`config.mk`:
```
export PLATFORM = sky130hd
export DESIGN_NAME = hermes_dma
export DESIGN_NICKNAME = d
export VERILOG_FILES = /design/src/dma_noc_pkg.sv /design/src/dma_cfg_pkg.sv /design/src/hermes_dma.sv /design/src/mem_arbiter.sv /design/src/noc_receive.sv /design/src/noc_send.sv
export SDC_FILE = /design/constraint.sdc
export NUM_CORES = 1
export LEC_CHECK = 0
export BUFFER_PORTS_ARGS = -buffer_cell sky130_fd_sc_hd__buf_2
export CELL_PAD_IN_SITES_DETAIL_PLACEMENT = 2
export CELL_PAD_IN_SITES_GLOBAL_PLACEMENT = 2
export CORE_MARGIN = 2
export CORE_UTILIZATION = 32
export DETAILED_ROUTE_END_ITERATION = 12
export PLACE_DENSITY_LB_ADDON = 0.1
export SYNTH_ARGS = -nofsm -noshare
export SYNTH_HDL_FRONTEND = slang
export SYNTH_SLANG_ARGS = --single-unit
```
`constraint.sdc`:
```
create_clock -name clk_i -period 4.3 [get_ports clk_i]
set_input_delay 0.215 -clock clk_i [delete_from_list [all_inputs] [get_ports clk_i]]
set_output_delay 0.215 -clock clk_i [all_outputs]
set_load 0.01 [all_outputs]
```
`src/dma_noc_pkg.sv`:
```
package dma_noc_pkg;

    ////////////////////
    // Widths and timing
    ////////////////////

    localparam int FLIT_W     = 32;
    localparam int ADDR_W     = 32;
    localparam int WORD_BYTES = 4;

    // Reload value of the arbiter slice timer
    localparam logic [3:0] SLICE_CYCLES = 4'd15;

    typedef logic [FLIT_W-1:0] flit_t;
    typedef logic [ADDR_W-1:0] addr_t;

    // One memory access, we is a byte mask
    typedef struct packed {
        logic [3:0] we;
        addr_t      addr;
        flit_t      wdata;
    } mem_req_t;

    // Hermes input port as seen by the receiver
    typedef struct packed {
        logic  rx;
        flit_t data;
    } noc_in_t;

    typedef enum logic {
        ARBIT_SEND,
        ARBIT_RECEIVE
    } arbit_t;

endpackage

```
`src/dma_cfg_pkg.sv`:
```
package dma_cfg_pkg;

    import dma_noc_pkg::*;

    typedef enum logic {
        HERMES_OP_SEND,
        HERMES_OP_RECEIVE
    } hermes_op_t;

    // One software command, sizes count words
    typedef struct packed {
        logic        start;
        hermes_op_t  operation;
        logic [31:0] size;
        logic [31:0] size_2;
        addr_t       address;
        addr_t       address_2;
    } dma_cfg_t;

    // Status seen by software
    typedef struct packed {
        logic  send_active;
        logic  receive_active;
        logic  receive_available;
        flit_t flits_available;
    } dma_status_t;

endpackage

```
`src/hermes_dma.sv`:
```
module hermes_dma
    import dma_noc_pkg::*;
    import dma_cfg_pkg::*;
(
    input  logic        clk_i,
    input  logic        rst_ni,

    input  noc_in_t     noc_i,
    output logic        noc_credit_o,

    output logic        noc_tx_o,
    input  logic        noc_ack_i,
    output flit_t       noc_data_o,

    output mem_req_t    mem_req_o,
    input  flit_t       mem_rdata_i,

    input  dma_cfg_t    cfg_i,
    output dma_status_t status_o
);

    logic     send_pending;
    logic     receive_pending;
    logic     send_grant;
    logic     receive_grant;
    mem_req_t send_req;
    mem_req_t receive_req;

    logic     send_active;
    logic     receive_active;
    logic     receive_available;
    flit_t    flits_available;

    assign status_o = {send_active, receive_active, receive_available, flits_available};

    noc_receive u_receive (
        .clk_i               (clk_i),
        .rst_ni              (rst_ni),
        .noc_i               (noc_i),
        .noc_credit_o        (noc_credit_o),
        .cfg_i               (cfg_i),
        .grant_i             (receive_grant),
        .pending_o           (receive_pending),
        .mem_req_o           (receive_req),
        .receive_active_o    (receive_active),
        .receive_available_o (receive_available),
        .flits_available_o   (flits_available)
    );

    noc_send u_send (
        .clk_i         (clk_i),
        .rst_ni        (rst_ni),
        .cfg_i         (cfg_i),
        .grant_i       (send_grant),
        .noc_ack_i     (noc_ack_i),
        .mem_rdata_i   (mem_rdata_i),
        .noc_tx_o      (noc_tx_o),
        .noc_data_o    (noc_data_o),
        .pending_o     (send_pending),
        .mem_req_o     (send_req),
        .send_active_o (send_active)
    );

    mem_arbiter u_arbiter (
        .clk_i             (clk_i),
        .rst_ni            (rst_ni),
        .send_pending_i    (send_pending),
        .receive_pending_i (receive_pending),
        .send_req_i        (send_req),
        .receive_req_i     (receive_req),
        .send_grant_o      (send_grant),
        .receive_grant_o   (receive_grant),
        .mem_req_o         (mem_req_o)
    );

endmodule

```
`src/mem_arbiter.sv`:
```
module mem_arbiter
    import dma_noc_pkg::*;
(
    input  logic     clk_i,
    input  logic     rst_ni,
    input  logic     send_pending_i,
    input  logic     receive_pending_i,
    input  mem_req_t send_req_i,
    input  mem_req_t receive_req_i,
    output logic     send_grant_o,
    output logic     receive_grant_o,
    output mem_req_t mem_req_o
);

    arbit_t     owner_q;
    logic [3:0] timer_q;
    logic       owner_pending;
    logic       other_pending;
    logic       switch_owner;

    assign owner_pending = (owner_q == ARBIT_SEND) ? send_pending_i : receive_pending_i;
    assign other_pending = (owner_q == ARBIT_SEND) ? receive_pending_i : send_pending_i;

    // Hand over on slice expiry or when the owner goes quiet
    assign switch_owner = other_pending && (timer_q == '0 || !owner_pending);

    always_ff @(posedge clk_i or negedge rst_ni) begin
        if (!rst_ni) begin
            owner_q <= ARBIT_SEND;
            timer_q <= '0;
        end else if (switch_owner) begin
            owner_q <= (owner_q == ARBIT_SEND) ? ARBIT_RECEIVE : ARBIT_SEND;
            timer_q <= SLICE_CYCLES;
        end else if (timer_q != '0) begin
            timer_q <= timer_q - 4'd1;
        end
    end

    assign send_grant_o    = (owner_q == ARBIT_SEND);
    assign receive_grant_o = (owner_q == ARBIT_RECEIVE);

    ////////////////////
    // Memory port mux
    ////////////////////

    always_comb begin
        if (owner_q == ARBIT_RECEIVE) begin
            mem_req_o = receive_req_i;
            if (!receive_pending_i) begin
                mem_req_o.we = 4'h0;
            end
        end else begin
            mem_req_o    = send_req_i;
            mem_req_o.we = 4'h0;
        end
    end

    assert property (@(posedge clk_i) disable iff (!rst_ni)
        $onehot({send_grant_o, receive_grant_o}));

endmodule

```
`src/noc_receive.sv`:
```
module noc_receive
    import dma_noc_pkg::*;
    import dma_cfg_pkg::*;
(
    input  logic     clk_i,
    input  logic     rst_ni,
    input  noc_in_t  noc_i,
    output logic     noc_credit_o,
    input  dma_cfg_t cfg_i,
    input  logic     grant_i,
    output logic     pending_o,
    output mem_req_t mem_req_o,
    output logic     receive_active_o,
    output logic     receive_available_o,
    output flit_t    flits_available_o
);

    typedef enum logic [3:0] {
        RX_HEADER = 4'b0001,
        RX_SIZE   = 4'b0010,
        RX_WAIT   = 4'b0100,
        RX_DATA   = 4'b1000
    } rx_state_t;

    rx_state_t   state_q;
    rx_state_t   state_d;
    addr_t       addr_q;
    logic [31:0] count_q;
    flit_t       payload_q;
    logic        accept;
    logic        take_cmd;

    // Payload flit written to memory this cycle
    assign accept   = (state_q == RX_DATA) && noc_i.rx && grant_i;
    assign take_cmd = (state_q == RX_WAIT) && cfg_i.start
                      && (cfg_i.operation == HERMES_OP_RECEIVE);

    ////////////////////
    // State machine
    ////////////////////

    always_comb begin
        state_d = state_q;
        case (state_q)
            RX_HEADER: if (noc_i.rx) state_d = RX_SIZE;
            RX_SIZE:   if (noc_i.rx) state_d = RX_WAIT;
            RX_WAIT:   if (take_cmd) state_d = RX_DATA;
            RX_DATA: begin
                // End of packet wins over end of command
                if (accept && payload_q == 32'd1) begin
                    state_d = RX_HEADER;
                end else if (accept && count_q == 32'd1) begin
                    state_d = RX_WAIT;
                end
            end
            default:   state_d = RX_HEADER;
        endcase
    end

    always_ff @(posedge clk_i or negedge rst_ni) begin
        if (!rst_ni) begin
            state_q <= RX_HEADER;
        end else begin
            state_q <= state_d;
        end
    end

    ////////////////////
    // Counters
    ////////////////////

    always_ff @(posedge clk_i or negedge rst_ni) begin
        if (!rst_ni) begin
            payload_q <= '0;
        end else if (state_q == RX_SIZE && noc_i.rx) begin
            payload_q <= noc_i.data;
        end else if (accept) begin
            payload_q <= payload_q - 32'd1;
        end
    end

    // Destination pointer and words left in the command
    always_ff @(posedge clk_i or negedge rst_ni) begin
        if (!rst_ni) begin
            addr_q  <= '0;
            count_q <= '0;
        end else if (take_cmd) begin
            addr_q  <= cfg_i.address;
            count_q <= cfg_i.size;
        end else if (accept) begin
            addr_q  <= addr_q + addr_t'(WORD_BYTES);
            count_q <= count_q - 32'd1;
        end
    end

    assign noc_credit_o = (state_q == RX_HEADER) || (state_q == RX_SIZE) || accept;

    always_comb begin
        mem_req_o.we    = (state_q == RX_DATA && noc_i.rx) ? 4'hF : 4'h0;
        mem_req_o.addr  = addr_q;
        mem_req_o.wdata = noc_i.data;
    end

    assign pending_o           = (state_q == RX_DATA);
    assign receive_active_o    = (state_q == RX_DATA);
    assign receive_available_o = (state_q == RX_WAIT);
    assign flits_available_o   = payload_q;

    // No flit taken while waiting for a command
    assert property (@(posedge clk_i) disable iff (!rst_ni)
        (state_q == RX_WAIT) |-> !noc_credit_o);

endmodule

```
`src/noc_send.sv`:
```
module noc_send
    import dma_noc_pkg::*;
    import dma_cfg_pkg::*;
(
    input  logic     clk_i,
    input  logic     rst_ni,
    input  dma_cfg_t cfg_i,
    input  logic     grant_i,
    input  logic     noc_ack_i,
    input  flit_t    mem_rdata_i,
    output logic     noc_tx_o,
    output flit_t    noc_data_o,
    output logic     pending_o,
    output mem_req_t mem_req_o,
    output logic     send_active_o
);

    typedef enum logic [1:0] {
        TX_IDLE,
        TX_PRELOAD,
        TX_DATA,
        TX_STOP
    } tx_state_t;

    // Read position over both buffers
    typedef struct packed {
        addr_t       addr;
        logic [31:0] size;
        addr_t       addr_2;
        logic [31:0] size_2;
    } send_ptr_t;

    tx_state_t state_q;
    tx_state_t state_d;
    send_ptr_t ptr_q;
    send_ptr_t ptr_next;
    send_ptr_t bk_q;
    logic      take_cmd;
    logic      last_word;
    logic      issue;
    logic      rollback;

    assign take_cmd = (state_q == TX_IDLE) && cfg_i.start
                      && (cfg_i.operation == HERMES_OP_SEND)
                      && (cfg_i.size != '0 || cfg_i.size_2 != '0);

    assign last_word = (ptr_q.size == 32'd1 && ptr_q.size_2 == '0)
                       || (ptr_q.size == '0 && ptr_q.size_2 == 32'd1);

    // Step to the next word, buffer 1 drains first
    always_comb begin
        ptr_next = ptr_q;
        if (ptr_q.size != '0) begin
            ptr_next.addr = ptr_q.addr + addr_t'(WORD_BYTES);
            ptr_next.size = ptr_q.size - 32'd1;
        end else begin
            ptr_next.addr_2 = ptr_q.addr_2 + addr_t'(WORD_BYTES);
            ptr_next.size_2 = ptr_q.size_2 - 32'd1;
        end
    end

    ////////////////////
    // State machine
    ////////////////////

    always_comb begin
        state_d  = state_q;
        issue    = 1'b0;
        rollback = 1'b0;
        case (state_q)
            TX_IDLE: if (take_cmd) state_d = TX_PRELOAD;
            TX_PRELOAD: begin
                if (grant_i && noc_ack_i) begin
                    issue   = 1'b1;
                    state_d = last_word ? TX_STOP : TX_DATA;
                end
            end
            TX_DATA: begin
                if (!noc_ack_i) begin
                    rollback = 1'b1;
                    state_d  = TX_PRELOAD;
                end else if (grant_i) begin
                    issue   = 1'b1;
                    state_d = last_word ? TX_STOP : TX_DATA;
                end else begin
                    // Flit delivered but nothing read behind it
                    state_d = TX_PRELOAD;
                end
            end
            TX_STOP: begin
                if (!noc_ack_i) begin
                    rollback = 1'b1;
                    state_d  = TX_PRELOAD;
                end else begin
                    state_d = TX_IDLE;
                end
            end
            default: state_d = TX_IDLE;
        endcase
    end

    always_ff @(posedge clk_i or negedge rst_ni) begin
        if (!rst_ni) begin
            state_q <= TX_IDLE;
            ptr_q   <= '0;
        end else begin
            state_q <= state_d;
            if (take_cmd) begin
                ptr_q <= {cfg_i.address, cfg_i.size, cfg_i.address_2, cfg_i.size_2};
            end else if (rollback) begin
                ptr_q <= bk_q;
            end else if (issue) begin
                ptr_q <= ptr_next;
            end
        end
    end

    // Position of the word now on noc_data_o
    always_ff @(posedge clk_i) begin
        if (issue) begin
            bk_q <= ptr_q;
        end
    end

    always_comb begin
        mem_req_o.we    = 4'h0;
        mem_req_o.addr  = (ptr_q.size != '0) ? ptr_q.addr : ptr_q.addr_2;
        mem_req_o.wdata = '0;
    end

    assign noc_tx_o      = (state_q == TX_DATA) || (state_q == TX_STOP);
    assign noc_data_o    = mem_rdata_i;
    assign pending_o     = (state_q == TX_PRELOAD) || (state_q == TX_DATA);
    assign send_active_o = (state_q != TX_IDLE);

    assert property (@(posedge clk_i) disable iff (!rst_ni)
        (state_q == TX_IDLE) |-> !noc_tx_o);

endmodule

```
==> results.json <==
{
  "remaining_drc_errors": 0,
  "avgSynthCellArea_sq_um": 9.20,
  "overflow": 0,
  "critPathLaunch": "u_send.ptr_q[76]$_DFFE_PN0P_",
  "yosys_warnings": 0,
  "power_leakage_nw": 9.89,
  "drive_gt1_share_pct": 16.2,
  "synthArstFlopShare_pct": 64.7,
  "clock-sinks": 363,
  "r2r-start": "u_send.ptr_q[89]$_DFFE_PN0P_",
  "yosys.cell_count.top_type": "nand2_1",
  "numCtsBuffers": 46,
  "ys_seq_elements": 363,
  "grt_usage_pct": 25.7,
  "drv_cap": 0,
  "yosys.area.top_type": "dfrtp_1",
  "regArea_sq_mm": 0.00973,
  "peakVddDrop_v": 0.000452,
  "run_status": "complete, no violations",
  "via_count": 19800,
  "first_pass_iters": 5,
  "fmax_mhz": 243,
  "synth.area.top_cells": "dfrtp_1 28%, edfxtp_1 18%, nand2_1 6.0%, nor3_1 4.4%, a31oi_1 3.6%",
  "r2r-end": "u_send.ptr_q[58]$_DFFE_PN0P_",
  "nFillCells": 6985,
  "grt_pass1_wl_um": 134000,
  "finalCritPeriodShare_pct": 95.6,
  "postRouteAntennaNets": 0,
  "syn_inst": 2259,
  "cp.arrival_ns": 3.89,
  "path_max_fanout": 29,
  "critPathCaptureType": "output pin",
  "instances_no_fill": 3473,
  "worst_hold_slack_ns": 0.0561,
  "gp_congestion": 0.814,
  "clock_path_buffers": 3,
  "cts.clk_slew.worst_paths_ns": 0.06,
  "cts_tree": "done",
  "grt_max_degree": 122,
  "area_growth_syn_to_layout_pct": 24.3,
  "hold_viol_final": 0,
  "synthDominantCellAreaShare_pct": 28.2,
  "h-tree-depth": 2,
  "place_area_sq_mm": 0.0228,
  "required_ns": 4.09,
  "synth_fp_nets": 2477,
  "ys.flop_type": "dfrtp_1",
  "synth_edf_count": 128,
  "min_period_ns": 4.11,
  "routed_wl_um": 87300,
  "wl_per_cell_um": 25.1,
  "critical_path_class": "flop to output pin",
  "drtIter0Drc": 1300,
  "port_buffers": 270,
  "place_hpwl_um": 57800,
  "nets": 2796,
  "die_area_sq_mm": 0.0670,
  "start_util_pct": 32.3,
  "setup_viol": 0,
  "synth-seq-area-share_pct": 46.8,
  "ys_types": 67,
  "tightest_slew_ns": 0.976,
  "skew_ns": 0.0107,
  "hold_path_class": "input pin to flop",
  "die_w_um": 259,
  "ios": 335,
  "power_density_mw_per_mm2": 689,
  "endpoint": "mem_req_o[38]",
  "grt_pass1_vias": 21300,
  "via_per_inst": 5.71,
  "max-slew-margin-rel_pct": 34.3,
  "cts-root-buf": "clkbuf_16",
  "rrSetupSlack_ns": 0.86,
  "coreArea_sq_mm": 0.0643,
  "rows": 93,
  "start_kind": "flop",
  "ff2ff_path_depth": 7,
  "netlist_area_sq_mm": 0.0208,
  "fin_area_sq_mm": 0.0258,
  "dp_cells": 3227,
  "multi_input_area_sq_mm": 0.0101,
  "tns_ns": 0,
  "worst_skew_pair.late_latency_ns": 0.58,
  "fp.dieH_um": 259,
  "synthTopCellsByCount": "334 x nand2_1, 234 x dfrtp_1, 182 x nor3_1, 139 x clkbuf_1, 135 x nor2_1",
  "rsz0062_at_grt": "no",
  "antenna_found_initial": 5,
  "maxSlewViolCount": 0
}
==> flip-flops by register name (all words and copies together), names as in the netlist <==
signal,cells
u_arbiter.timer_q,4
u_receive.flits_available_o,32
u_send.ptr_q,128
u_receive.state_q,4
u_receive.count_q,32
u_arbiter.receive_grant_o,1
u_receive.addr_q,32
u_send.bk_q,128
u_send.state_q,2
==> worst max-delay path, stage by stage (launching register included) <==
cell and delay (ns):
dfrtp_1 0.42, or4_1 0.66, or4_1 0.67, nor3_4 0.35
buf_6 0.38, mux2i_1 0.13, o21ai_0 0.44, buf_2 0.23
==> how the worst min path moves through the flow <==
stage,slack (ns),from,endpoint,cells after the start
after floorplan,-0.08,rst_ni,u_arbiter.receive_grant_o$_DFFE_PN0P_,0
after global placement,0.34,rst_ni,u_receive.count_q[15]$_DFFE_PN0N_,1
after detailed placement,0.34,rst_ni,u_receive.count_q[13]$_DFFE_PN0N_,1
after CTS,0.02,cfg_i[118],u_receive.count_q[22]$_DFFE_PN0N_,3
after global routing,0.06,cfg_i[118],u_receive.count_q[22]$_DFFE_PN0N_,3
final,0.06,cfg_i[118],u_send.ptr_q[86]$_DFFE_PN0P_,3
==> through the flow <==
stage	util (%)	worst slack, ns	power (mW)
after floorplan	-	0.276	11.1
after global placement	35.4	0.732	13.4
after detailed placement	35.4	0.667	13.8
after CTS	40.1	0.0178	17.9
after global routing	40.2	0.0248	19.0
final	40.2	0.191	17.8
==> report_power, final <==
group	switching (mW)	internal [mW]
logic	4.10	2.74
registers	1.88	5.20
clock network	1.61	2.26
total	7.60	10.2
==> cells in the final DEF, fill, tap and decap left out, types with 28 or more instances in the layout <==
| master | instances |
|---|---|
| nand2_1 | 333 |
| buf_2 | 269 |
| dfrtp_1 | 233 |
| nor3_1 | 182 |
| dlygate4sd3_1 | 158 |
| nor2_1 | 133 |
| edfxtp_1 | 128 |
| a31oi_1 | 118 |
| o21ai_0 | 101 |
| o211ai_1 | 86 |
| nand3_1 | 81 |
| a211o_1 | 59 |
| xnor2_1 | 55 |
| xor2_1 | 55 |
| nor4_1 | 53 |
| clkbuf_16 | 47 |
| mux2i_1 | 44 |
| nand4_1 | 42 |
| a21oi_1 | 36 |
| buf_4 | 36 |
| and2_1 | 35 |
| o311ai_0 | 32 |
| inv_1 | 28 |
==> layer usage <==
layer / global-route usage (%) / up-vias / share of wire, % / wire length [um]
met4: 6.98 / 2 / 2.3 / 1980
li1: - / 9040 / - / -
met1: 35.2 / 10200 / 46 / 40200
met5: 0 / - / 0.015 / 13
met3: 5.21 / 120 / 5.1 / 4450
met2: 41.3 / 438 / 47 / 40600
==> cell type report <==
cell class              instances  share of cell area, %
clock buffers                  67                   5.15
diodes                          3                 0.0290
clock inverters                18                  0.547
flip-flops and latches        363                   37.6
inverters                      29                  0.431
well taps                     855                   4.14
multi-input cells            1665                   39.0
repair buffers                473                   13.1
==> cell families (layout without fill, tap and decap cells) <==
| kind of cell | Yosys count | count (layout) | share of synthesized area, % |
|---|---|---|---|
| flops | 363 | 363 | 46.8 |
| other cells | 0 | 3 | 0 |
| simple gates | 977 | 977 | 22.9 |
| fa+ha+maj | 20 | 20 | 1.20 |
| compound gates | 511 | 511 | 17.1 |
| mux | 47 | 47 | 2.28 |
| xor+xnor | 110 | 110 | 4.63 |
| buf+inv | 231 | 587 | 5.05 |
==> timing repair <==
action / in CTS / in global routing
gates resized for setup: 0 / 1
buffers inserted: 0 / 0
hold buffers: 158 / 0
hold endpoints to repair: 305 / 0
setup endpoints to repair: 0 / 4
No activity file was read; power rests on OpenSTA's default activity.
